$ cat config.mk
export PLATFORM = sky130hd
export DESIGN_NAME = switch_mgmt_top
export DESIGN_NICKNAME = d
export VERILOG_FILES = /design/src/design/port_pkg.sv /design/src/design/mgmt_pkg.sv /design/src/design/switch_mgmt_top.sv /design/src/design/port_stats.sv /design/src/design/mgmt_regs.sv /design/src/design/spi_slave.sv
export SDC_FILE = /design/constraint.sdc
export NUM_CORES = 1
export LEC_CHECK = 0
export BUFFER_PORTS_ARGS = -buffer_cell sky130_fd_sc_hd__buf_2
export CORE_MARGIN = 5
export CORE_UTILIZATION = 65
export CTS_BUF_LIST = sky130_fd_sc_hd__clkbuf_4
export DETAILED_ROUTE_END_ITERATION = 10
export HOLD_SLACK_MARGIN = 0.05
export PLACE_DENSITY = 0.8
export REMOVE_ABC_BUFFERS = 1
export SLEW_MARGIN = 0
export SYNTH_ARGS = -nofsm -noshare
export SYNTH_HDL_FRONTEND = slang
export SYNTH_SLANG_ARGS = --single-unit
$ cat constraint.sdc
create_clock -name i_clk -period 2.3 [get_ports i_clk]
set_input_delay 0.23 -clock i_clk [delete_from_list [all_inputs] [get_ports i_clk]]
set_output_delay 0.23 -clock i_clk [all_outputs]
set_load 0.02 [all_outputs]
$ cat src/design/port_pkg.sv
package port_pkg;

    localparam int NUM_PORTS  = 4;
    localparam int PORT_REG_W = 4;
    localparam int CNT_W      = 8;

    // one request bus shared by all ports, qualified by a per-port select
    typedef struct packed {
        logic                  wr;
        logic [PORT_REG_W-1:0] idx;
    } port_req_t;

    typedef struct packed {
        logic             valid;
        logic [CNT_W-1:0] data;
    } port_resp_t;

    // port register map
    localparam logic [PORT_REG_W-1:0] PREG_RX_FRAMES = 4'd0;
    localparam logic [PORT_REG_W-1:0] PREG_RX_ERRORS = 4'd1;

endpackage

$ cat src/design/mgmt_pkg.sv
package mgmt_pkg;

    // register access word carried by one SPI frame
    localparam int SPI_ADDR_W = 7;
    localparam int SPI_DATA_W = 16;
    localparam int CMD_W      = 1 + SPI_ADDR_W + SPI_DATA_W;
    localparam int BIT_CNT_W  = $clog2(CMD_W + 1);

    // bit counter values at the last address bit and the last data bit
    localparam logic [BIT_CNT_W-1:0] RD_REQ_CNT = BIT_CNT_W'(SPI_ADDR_W);
    localparam logic [BIT_CNT_W-1:0] WR_REQ_CNT = BIT_CNT_W'(CMD_W - 1);

    // sent msb first, write flag leads
    typedef struct packed {
        logic                  wr;
        logic [SPI_ADDR_W-1:0] addr;
        logic [SPI_DATA_W-1:0] wdata;
    } spi_cmd_t;

    // address layout
    localparam int GLB_IDX_W  = SPI_ADDR_W - 1;
    localparam int PORT_ID_W  = 2;
    localparam int PORT_IDX_W = SPI_ADDR_W - 1 - PORT_ID_W;

    typedef struct packed {
        logic                 is_port;
        logic [GLB_IDX_W-1:0] index;
    } glb_addr_t;

    typedef struct packed {
        logic                  is_port;
        logic [PORT_ID_W-1:0]  port;
        logic [PORT_IDX_W-1:0] index;
    } port_addr_t;

    typedef union packed {
        glb_addr_t  glb;
        port_addr_t prt;
    } reg_addr_u;

    // global register map
    localparam logic [GLB_IDX_W-1:0] REG_ID      = 6'd0;
    localparam logic [GLB_IDX_W-1:0] REG_SCRATCH = 6'd1;
    localparam logic [GLB_IDX_W-1:0] REG_TS_LO   = 6'd2;
    localparam logic [GLB_IDX_W-1:0] REG_TS_HI   = 6'd3;

    localparam logic [SPI_DATA_W-1:0] ID_VALUE = 16'h5377;

    // timestamp in ns, 125 MHz system clock
    localparam int              TS_W       = 32;
    localparam logic [TS_W-1:0] NS_PER_CLK = 32'd8;

endpackage
$ cat src/design/switch_mgmt_top.sv
`timescale 1ns/1ns

module switch_mgmt_top (
    input  logic                           i_clk,
    input  logic                           i_rst_n,
    input  logic                           i_csb,
    input  logic                           i_sck,
    input  logic                           i_mosi,
    output logic                           o_miso,
    input  logic [port_pkg::NUM_PORTS-1:0] i_gmii_rx_dv,
    input  logic [port_pkg::NUM_PORTS-1:0] i_gmii_rx_er
);

    logic                                          spi_req;
    logic                                          spi_ack;
    mgmt_pkg::spi_cmd_t                            spi_cmd;
    logic [mgmt_pkg::SPI_DATA_W-1:0]               spi_rdata;
    logic [port_pkg::NUM_PORTS-1:0]                port_sel;
    port_pkg::port_req_t                           port_req;
    port_pkg::port_resp_t [port_pkg::NUM_PORTS-1:0] port_resp;

    spi_slave spi_slave_inst (
        .i_clk   (i_clk),
        .i_rst_n (i_rst_n),
        .i_csb   (i_csb),
        .i_sck   (i_sck),
        .i_mosi  (i_mosi),
        .o_miso  (o_miso),
        .o_req   (spi_req),
        .o_cmd   (spi_cmd),
        .i_ack   (spi_ack),
        .i_rdata (spi_rdata)
    );

    mgmt_regs mgmt_regs_inst (
        .i_clk       (i_clk),
        .i_rst_n     (i_rst_n),
        .i_req       (spi_req),
        .i_cmd       (spi_cmd),
        .o_ack       (spi_ack),
        .o_rdata     (spi_rdata),
        .o_port_sel  (port_sel),
        .o_port_req  (port_req),
        .i_port_resp (port_resp)
    );

    // one statistics block per port
    for (genvar g = 0; g < port_pkg::NUM_PORTS; g++) begin : g_port
        port_stats port_stats_inst (
            .i_clk   (i_clk),
            .i_rst_n (i_rst_n),
            .i_rx_dv (i_gmii_rx_dv[g]),
            .i_rx_er (i_gmii_rx_er[g]),
            .i_sel   (port_sel[g]),
            .i_req   (port_req),
            .o_resp  (port_resp[g])
        );
    end

endmodule

$ cat src/design/port_stats.sv
`timescale 1ns/1ns

module port_stats (
    input  logic                 i_clk,
    input  logic                 i_rst_n,
    input  logic                 i_rx_dv,
    input  logic                 i_rx_er,
    input  logic                 i_sel,
    input  port_pkg::port_req_t  i_req,
    output port_pkg::port_resp_t o_resp
);

    logic                       dv_q;
    logic                       err_seen;
    logic                       frame_end;
    logic                       clr_frames;
    logic                       clr_errors;
    logic [port_pkg::CNT_W-1:0] rx_frames;
    logic [port_pkg::CNT_W-1:0] rx_errors;
    logic                       resp_valid;
    logic [port_pkg::CNT_W-1:0] resp_data;

    // falling edge of dv closes a frame
    assign frame_end  = dv_q && !i_rx_dv;
    assign clr_frames = i_sel && i_req.wr && i_req.idx == port_pkg::PREG_RX_FRAMES;
    assign clr_errors = i_sel && i_req.wr && i_req.idx == port_pkg::PREG_RX_ERRORS;

    always_ff @(posedge i_clk or negedge i_rst_n) begin
        if (!i_rst_n) begin
            dv_q      <= 1'b0;
            err_seen  <= 1'b0;
            rx_frames <= '0;
            rx_errors <= '0;
        end else begin
            dv_q <= i_rx_dv;
            if (frame_end) begin
                err_seen <= 1'b0;
            end else if (i_rx_dv && i_rx_er) begin
                err_seen <= 1'b1;
            end
            // clear wins over a frame ending in the same cycle
            if (clr_frames) begin
                rx_frames <= '0;
            end else if (frame_end) begin
                rx_frames <= rx_frames + 1'b1;
            end
            if (clr_errors) begin
                rx_errors <= '0;
            end else if (frame_end && err_seen) begin
                rx_errors <= rx_errors + 1'b1;
            end
        end
    end

    always_ff @(posedge i_clk or negedge i_rst_n) begin
        if (!i_rst_n) begin
            resp_valid <= 1'b0;
        end else begin
            resp_valid <= i_sel;
        end
    end

    always_ff @(posedge i_clk) begin
        if (i_sel) begin
            case (i_req.idx)
                port_pkg::PREG_RX_FRAMES: resp_data <= rx_frames;
                port_pkg::PREG_RX_ERRORS: resp_data <= rx_errors;
                default:                  resp_data <= '0;
            endcase
        end
    end

    assign o_resp = '{valid: resp_valid, data: resp_data};

    a_resp_timing: assert property (
        @(posedge i_clk) disable iff (!i_rst_n)
        o_resp.valid == $past(i_sel)
    );

endmodule

$ cat src/design/mgmt_regs.sv
`timescale 1ns/1ns

module mgmt_regs (
    input  logic                                         i_clk,
    input  logic                                         i_rst_n,
    input  logic                                         i_req,
    input  mgmt_pkg::spi_cmd_t                           i_cmd,
    output logic                                         o_ack,
    output logic [mgmt_pkg::SPI_DATA_W-1:0]              o_rdata,
    output logic [port_pkg::NUM_PORTS-1:0]               o_port_sel,
    output port_pkg::port_req_t                          o_port_req,
    input  port_pkg::port_resp_t [port_pkg::NUM_PORTS-1:0] i_port_resp
);

    mgmt_pkg::reg_addr_u             addr;
    logic                            glb_req;
    logic                            port_req;
    logic [mgmt_pkg::SPI_DATA_W-1:0] glb_rdata;
    logic [mgmt_pkg::SPI_DATA_W-1:0] scratch;
    logic [mgmt_pkg::SPI_DATA_W-1:0] ts_hi;
    logic [mgmt_pkg::TS_W-1:0]       ts;
    logic [port_pkg::NUM_PORTS-1:0]  resp_valid;
    port_pkg::port_resp_t            resp;

    assign addr     = i_cmd.addr;
    assign glb_req  = i_req && !addr.glb.is_port;
    assign port_req = i_req && addr.prt.is_port;

    // free-running ns counter
    always_ff @(posedge i_clk or negedge i_rst_n) begin
        if (!i_rst_n) begin
            ts <= '0;
        end else begin
            ts <= ts + mgmt_pkg::NS_PER_CLK;
        end
    end

    // reading the low half freezes the high half for the next read
    always_ff @(posedge i_clk or negedge i_rst_n) begin
        if (!i_rst_n) begin
            scratch <= '0;
            ts_hi   <= '0;
        end else if (glb_req) begin
            if (i_cmd.wr && addr.glb.index == mgmt_pkg::REG_SCRATCH) begin
                scratch <= i_cmd.wdata;
            end
            if (!i_cmd.wr && addr.glb.index == mgmt_pkg::REG_TS_LO) begin
                ts_hi <= ts[mgmt_pkg::TS_W-1:mgmt_pkg::SPI_DATA_W];
            end
        end
    end

    always_comb begin
        case (addr.glb.index)
            mgmt_pkg::REG_ID:      glb_rdata = mgmt_pkg::ID_VALUE;
            mgmt_pkg::REG_SCRATCH: glb_rdata = scratch;
            mgmt_pkg::REG_TS_LO:   glb_rdata = ts[mgmt_pkg::SPI_DATA_W-1:0];
            mgmt_pkg::REG_TS_HI:   glb_rdata = ts_hi;
            default:               glb_rdata = '0;
        endcase
    end

    // one-hot port select, index shared by all ports
    always_ff @(posedge i_clk or negedge i_rst_n) begin
        if (!i_rst_n) begin
            o_port_sel <= '0;
        end else begin
            o_port_sel <= '0;
            if (port_req) begin
                o_port_sel[addr.prt.port] <= 1'b1;
            end
        end
    end

    always_ff @(posedge i_clk) begin
        if (port_req) begin
            o_port_req.wr  <= i_cmd.wr;
            o_port_req.idx <= addr.prt.index;
        end
    end

    // port 0 has priority
    always_comb begin
        resp = '0;
        for (int i = port_pkg::NUM_PORTS - 1; i >= 0; i--) begin
            resp_valid[i] = i_port_resp[i].valid;
            if (i_port_resp[i].valid) begin
                resp = i_port_resp[i];
            end
        end
    end

    always_ff @(posedge i_clk or negedge i_rst_n) begin
        if (!i_rst_n) begin
            o_ack <= 1'b0;
        end else begin
            o_ack <= glb_req || resp.valid;
        end
    end

    always_ff @(posedge i_clk) begin
        if (glb_req) begin
            o_rdata <= glb_rdata;
        end else if (resp.valid) begin
            o_rdata <= {{(mgmt_pkg::SPI_DATA_W - port_pkg::CNT_W){1'b0}}, resp.data};
        end
    end

    a_sel_onehot: assert property (
        @(posedge i_clk) disable iff (!i_rst_n)
        $onehot0(o_port_sel)
    );

    // only the selected port may answer
    a_resp_single: assert property (
        @(posedge i_clk) disable iff (!i_rst_n)
        $onehot0(resp_valid)
    );

endmodule

$ cat src/design/spi_slave.sv
`timescale 1ns/1ns

module spi_slave (
    input  logic                            i_clk,
    input  logic                            i_rst_n,
    input  logic                            i_csb,
    input  logic                            i_sck,
    input  logic                            i_mosi,
    output logic                            o_miso,
    output logic                            o_req,
    output mgmt_pkg::spi_cmd_t              o_cmd,
    input  logic                            i_ack,
    input  logic [mgmt_pkg::SPI_DATA_W-1:0] i_rdata
);

    logic [1:0]                      csb_sync;
    logic [2:0]                      sck_sync;
    logic [1:0]                      mosi_sync;
    logic                            frame_on;
    logic                            sck_rise;
    logic                            sck_fall;
    logic [mgmt_pkg::BIT_CNT_W-1:0]  bit_cnt;
    logic [mgmt_pkg::CMD_W-1:0]      shift_q;
    logic [mgmt_pkg::CMD_W-1:0]      shift_d;
    logic                            rd_hit;
    logic                            wr_hit;
    logic [mgmt_pkg::SPI_DATA_W-1:0] rd_shift;

    // two flops per input, third sck stage for edge detect
    always_ff @(posedge i_clk or negedge i_rst_n) begin
        if (!i_rst_n) begin
            csb_sync  <= '1;
            sck_sync  <= '0;
            mosi_sync <= '0;
        end else begin
            csb_sync  <= {csb_sync[0], i_csb};
            sck_sync  <= {sck_sync[1:0], i_sck};
            mosi_sync <= {mosi_sync[0], i_mosi};
        end
    end

    assign frame_on = !csb_sync[1];
    assign sck_rise = sck_sync[1] && !sck_sync[2];
    assign sck_fall = !sck_sync[1] && sck_sync[2];
    assign shift_d  = {shift_q[mgmt_pkg::CMD_W-2:0], mosi_sync[1]};

    // read goes out once the address is in, write once the data is in
    assign rd_hit = frame_on && sck_rise && (bit_cnt == mgmt_pkg::RD_REQ_CNT)
                    && !shift_d[mgmt_pkg::SPI_ADDR_W];
    assign wr_hit = frame_on && sck_rise && (bit_cnt == mgmt_pkg::WR_REQ_CNT)
                    && shift_d[mgmt_pkg::CMD_W-1];

    always_ff @(posedge i_clk or negedge i_rst_n) begin
        if (!i_rst_n) begin
            bit_cnt <= '0;
            o_req   <= 1'b0;
        end else begin
            o_req <= rd_hit || wr_hit;
            if (!frame_on) begin
                bit_cnt <= '0;
            end else if (sck_rise) begin
                bit_cnt <= bit_cnt + 1'b1;
            end
        end
    end

    always_ff @(posedge i_clk) begin
        if (frame_on && sck_rise) begin
            shift_q <= shift_d;
        end
        if (rd_hit) begin
            o_cmd <= '{wr: 1'b0, addr: shift_d[mgmt_pkg::SPI_ADDR_W-1:0], wdata: '0};
        end else if (wr_hit) begin
            o_cmd <= shift_d;
        end
    end

    // read data lands before the fall after bit 8, then one bit per fall
    always_ff @(posedge i_clk or negedge i_rst_n) begin
        if (!i_rst_n) begin
            rd_shift <= '0;
            o_miso   <= 1'b0;
        end else if (!frame_on) begin
            rd_shift <= '0;
            o_miso   <= 1'b0;
        end else if (i_ack && !o_cmd.wr) begin
            rd_shift <= i_rdata;
        end else if (sck_fall) begin
            o_miso   <= rd_shift[mgmt_pkg::SPI_DATA_W-1];
            rd_shift <= {rd_shift[mgmt_pkg::SPI_DATA_W-2:0], 1'b0};
        end
    end

    // a request must land inside the frame that carried it
    a_no_req_idle: assert property (
        @(posedge i_clk) disable iff (!i_rst_n)
        i_csb |-> !o_req
    );

endmodule

==> flow_summary.json <==
{
  "final_net_count": 1017,
  "dieArea_um2": 20400,
  "multi_input_area_um2": 4080,
  "firstDrtPassIters": 5,
  "p_leak_nw": 5.56,
  "clkSinkCount": 272,
  "powerDensity_nw_per_um2": 858,
  "start_util": 0.664,
  "yosys.area.top_type": "dfrtp_1",
  "slowest_delay_ps": 450,
  "start_kind": "flop",
  "grt_max_degree": 56,
  "initialDrtViolationCount": 493,
  "r2r_start": "spi_slave_inst.o_cmd[19]",
  "yosysWarningCount": 0,
  "cts_max_level": 3,
  "final_hold_viol_count": 0,
  "cp_max_fo": 16,
  "setup_viol": 0,
  "synthCells": 922,
  "fp.coreArea_um2": 17300,
  "cts_tree": "yes",
  "grt-ovfl-total": 0,
  "post_cts_buffers": 0,
  "drcViolationCount": 0,
  "finalClockSkew_ps": 34.2,
  "die_h_um": 143,
  "fillers": 1141,
  "status": "completed",
  "grt_pass1_wl_um": 39700,
  "fin_cells": 1275,
  "ys_seq_area_frac": 0.622,
  "wl_per_cell_um": 18.2,
  "cp.arrival_ps": 2500,
  "cp-end-kind": "flop",
  "placed_cells": 1135,
  "ir_drop_mv": 0.616,
  "finalCriticalPeriod_ps": 1960,
  "cts_buffers": 69,
  "rr_endpoint": "mgmt_regs_inst.ts_hi[10]",
  "cts_buffer_depth": 3,
  "drive_gt1_frac": 0.178,
  "grt_pass1_vias": 8039,
  "synthesis.area_um2": 11500,
  "gp_congestion": 0.857,
  "die_w_um": 143,
  "required_ps": 2840,
  "cts_root_buf": "clkbuf_4",
  "dp_hpwl_um": 15500,
  "relSlewSlack": 0.327,
  "synthFlopType": "dfrtp_1",
  "reg2reg_slack_ps": 340,
  "syn_area_per_cell_um2": 12.5,
  "drv_slew": 0,
  "row_count": 48,
  "synth.top_cells.by_area": "dfrtp_1, edfxtp_1, a22o_1",
  "fmax_mhz": 510,
  "worstPathCellList": "nor4_4, nand2b_2, or3_1, buf_4, mux2_4",
  "cap_violations": 0,
  "ios": 14,
  "synth-edff-count": 83,
  "cp_slowest_cell": "edfxtp_1",
  "clock_latency_ps": 660,
  "seq_area_um2": 7140,
  "drt-vias-per-instance": 5.97,
  "area_growth_pct": 12.4,
  "grt_use_total": 0.243,
  "vias": 7608,
  "final.setup.tns_ps": 0,
  "async_flop_share": 0.632,
  "yosysTopAreaCellShare": 0.370,
  "wl_um": 23200,
  "ys_types": 51,
  "rr_worst_depth": 5,
  "synth_seq_cells": 272,
  "rsz0062_at_grt": "no",
  "drtAntennaViolNets": 0,
  "critPathKind": "reg -> reg",
  "hp-class": "in -> async",
  "clk_pin_slew_ps": 70,
  "worst_slew_pin_slew_ps": 1010,
  "finalCritPeriodShare": 0.852,
  "port_buffers": 13,
  "antenna_found_initial": 1
}
area by class of cell:
cell class / instances / area share
antenna: 1 / 0.000194
clock buffer: 99 / 0.0576
clock inverter: 27 / 0.0120
inverter: 18 / 0.00523
multi-input combinational: 582 / 0.316
sequential: 272 / 0.553
tap: 225 / 0.0218
timing repair buffer: 51 / 0.0338
worst max-delay path by stage:
stage                                                    start                                     end
final                                 spi_slave_inst.o_cmd[19]                mgmt_regs_inst.ts_hi[10]
after floorplan                   mgmt_regs_inst.o_port_req[1]  g_port[2].port_stats_inst.rx_errors[0]
after global routing      g_port[2].port_stats_inst.resp_valid               mgmt_regs_inst.o_rdata[6]
after CTS                             spi_slave_inst.o_cmd[21]                mgmt_regs_inst.ts_hi[10]
after detailed placement              spi_slave_inst.o_cmd[21]                mgmt_regs_inst.ts_hi[10]
after global placement                spi_slave_inst.o_cmd[19]                mgmt_regs_inst.ts_hi[13]
registers in the layout, indices dropped and copies added (netlist names), 2 cells and up:
register	cells
g_port.port_stats_inst.resp_data	32
g_port.port_stats_inst.rx_errors	32
g_port.port_stats_inst.rx_frames	32
mgmt_regs_inst.ts	29
spi_slave_inst.o_cmd	24
spi_slave_inst.shift_q	23
mgmt_regs_inst.o_rdata	16
mgmt_regs_inst.scratch	16
mgmt_regs_inst.ts_hi	16
spi_slave_inst.rd_shift	16
mgmt_regs_inst.o_port_req	5
spi_slave_inst.bit_cnt	5
g_port.port_stats_inst.dv_q	4
g_port.port_stats_inst.err_seen	4
g_port.port_stats_inst.resp_valid	4
mgmt_regs_inst.o_port_sel	4
spi_slave_inst.sck_sync	3
spi_slave_inst.csb_sync	2
spi_slave_inst.mosi_sync	2
worst max-delay path: cells and delay by family (launching register included):
family / cells / cell delay [ps]
buffers and inverters: 1 / 240
flip-flops: 1 / 450
multiplexers: 1 / 320
AND/OR/NAND/NOR: 3 / 840
layout by cell type (no fill, tap or decap), drive strengths merged, types with 12 or more instances in the layout:
cell type and instances:
buf 39, mux2 36, xnor2 36, clkbuf 99, dfrtp 170, edfxtp 83
clkinv 24, xor2 42, nand2 61, dlygate4sd3 12, a21oi 26, nand4 29
o31ai 15, nor3 16, and3 19, nand3 24, dfxtp 17, o21ai 25
nor2b 16, inv 19, mux2i 30, a22o 55, nor2 72
layer usage:
layer,vias to the layer above,part of all wire,global-route usage
met1,3826,0.41,0.307
li1,3548,-,-
met5,-,0,0
met2,180,0.52,0.414
met4,0,0.026,0.104
met3,54,0.042,0.0445
cell usage after synthesis (4+ instances only):
cell	number
and4_1	5
nor2b_1	16
nand2_1	61
a22o_1	55
nor4_1	4
mux2_4	10
a22oi_1	6
xnor2_1	36
o31ai_1	15
dfxtp_1	17
a221oi_1	6
edfxtp_1	83
nand4_1	29
mux2_2	25
nor3_1	15
nor2_1	72
clkbuf_1	40
buf_1	5
o21ai_0	25
or3_1	11
inv_1	18
dfrtp_1	170
a211oi_1	4
mux2i_1	30
and3_1	19
ha_1	10
xor2_1	42
a21oi_1	26
nand4b_1	4
nand3_1	24
metrics by stage:
stage | total power, mW | util | hold WS, ps | cell area, um^2 | setup slack, ps
after floorplan | 6.60 | - | -65.6 | 11300 | -1580
after global placement | 6.91 | 0.686 | 120 | 11900 | 416
after detailed placement | 7.03 | 0.686 | 122 | 11900 | 348
after CTS | 11.2 | 0.746 | 83.0 | 12900 | 329
after global routing | 11.7 | 0.746 | 102 | 12900 | 183
final | 11.1 | 0.746 | 124 | 12900 | 341
report_power, final:
part           switching [mW]  internal, mW
Clock                    1.90          2.22
Sequential              0.488          5.40
Combinational           0.556         0.524
Total                    2.94          8.14
kinds of logic (layout without fill, tap and decap cells):
group                      count (synthesis)  in the layout  synth area share
buffers and inverters                     68            195            0.0252
and+or+nand+nor                          275            275             0.122
xor gates and xnor gates                  78             78            0.0595
muxes                                     66             66            0.0647
DFF                                      272            272             0.622
AOI/OAI and AO/OA                        153            153            0.0961
other                                      0              1                 0
adders and majority gates                 10             10            0.0109
timing repair:
item | CTS | global route
endpoints found under the hold margin | 189 | 0
gates resized for setup | 0 | 0
endpoints found under the setup margin | 0 | 0
hold buffers | 13 | 0
Power figures use the tool's default switching activity.
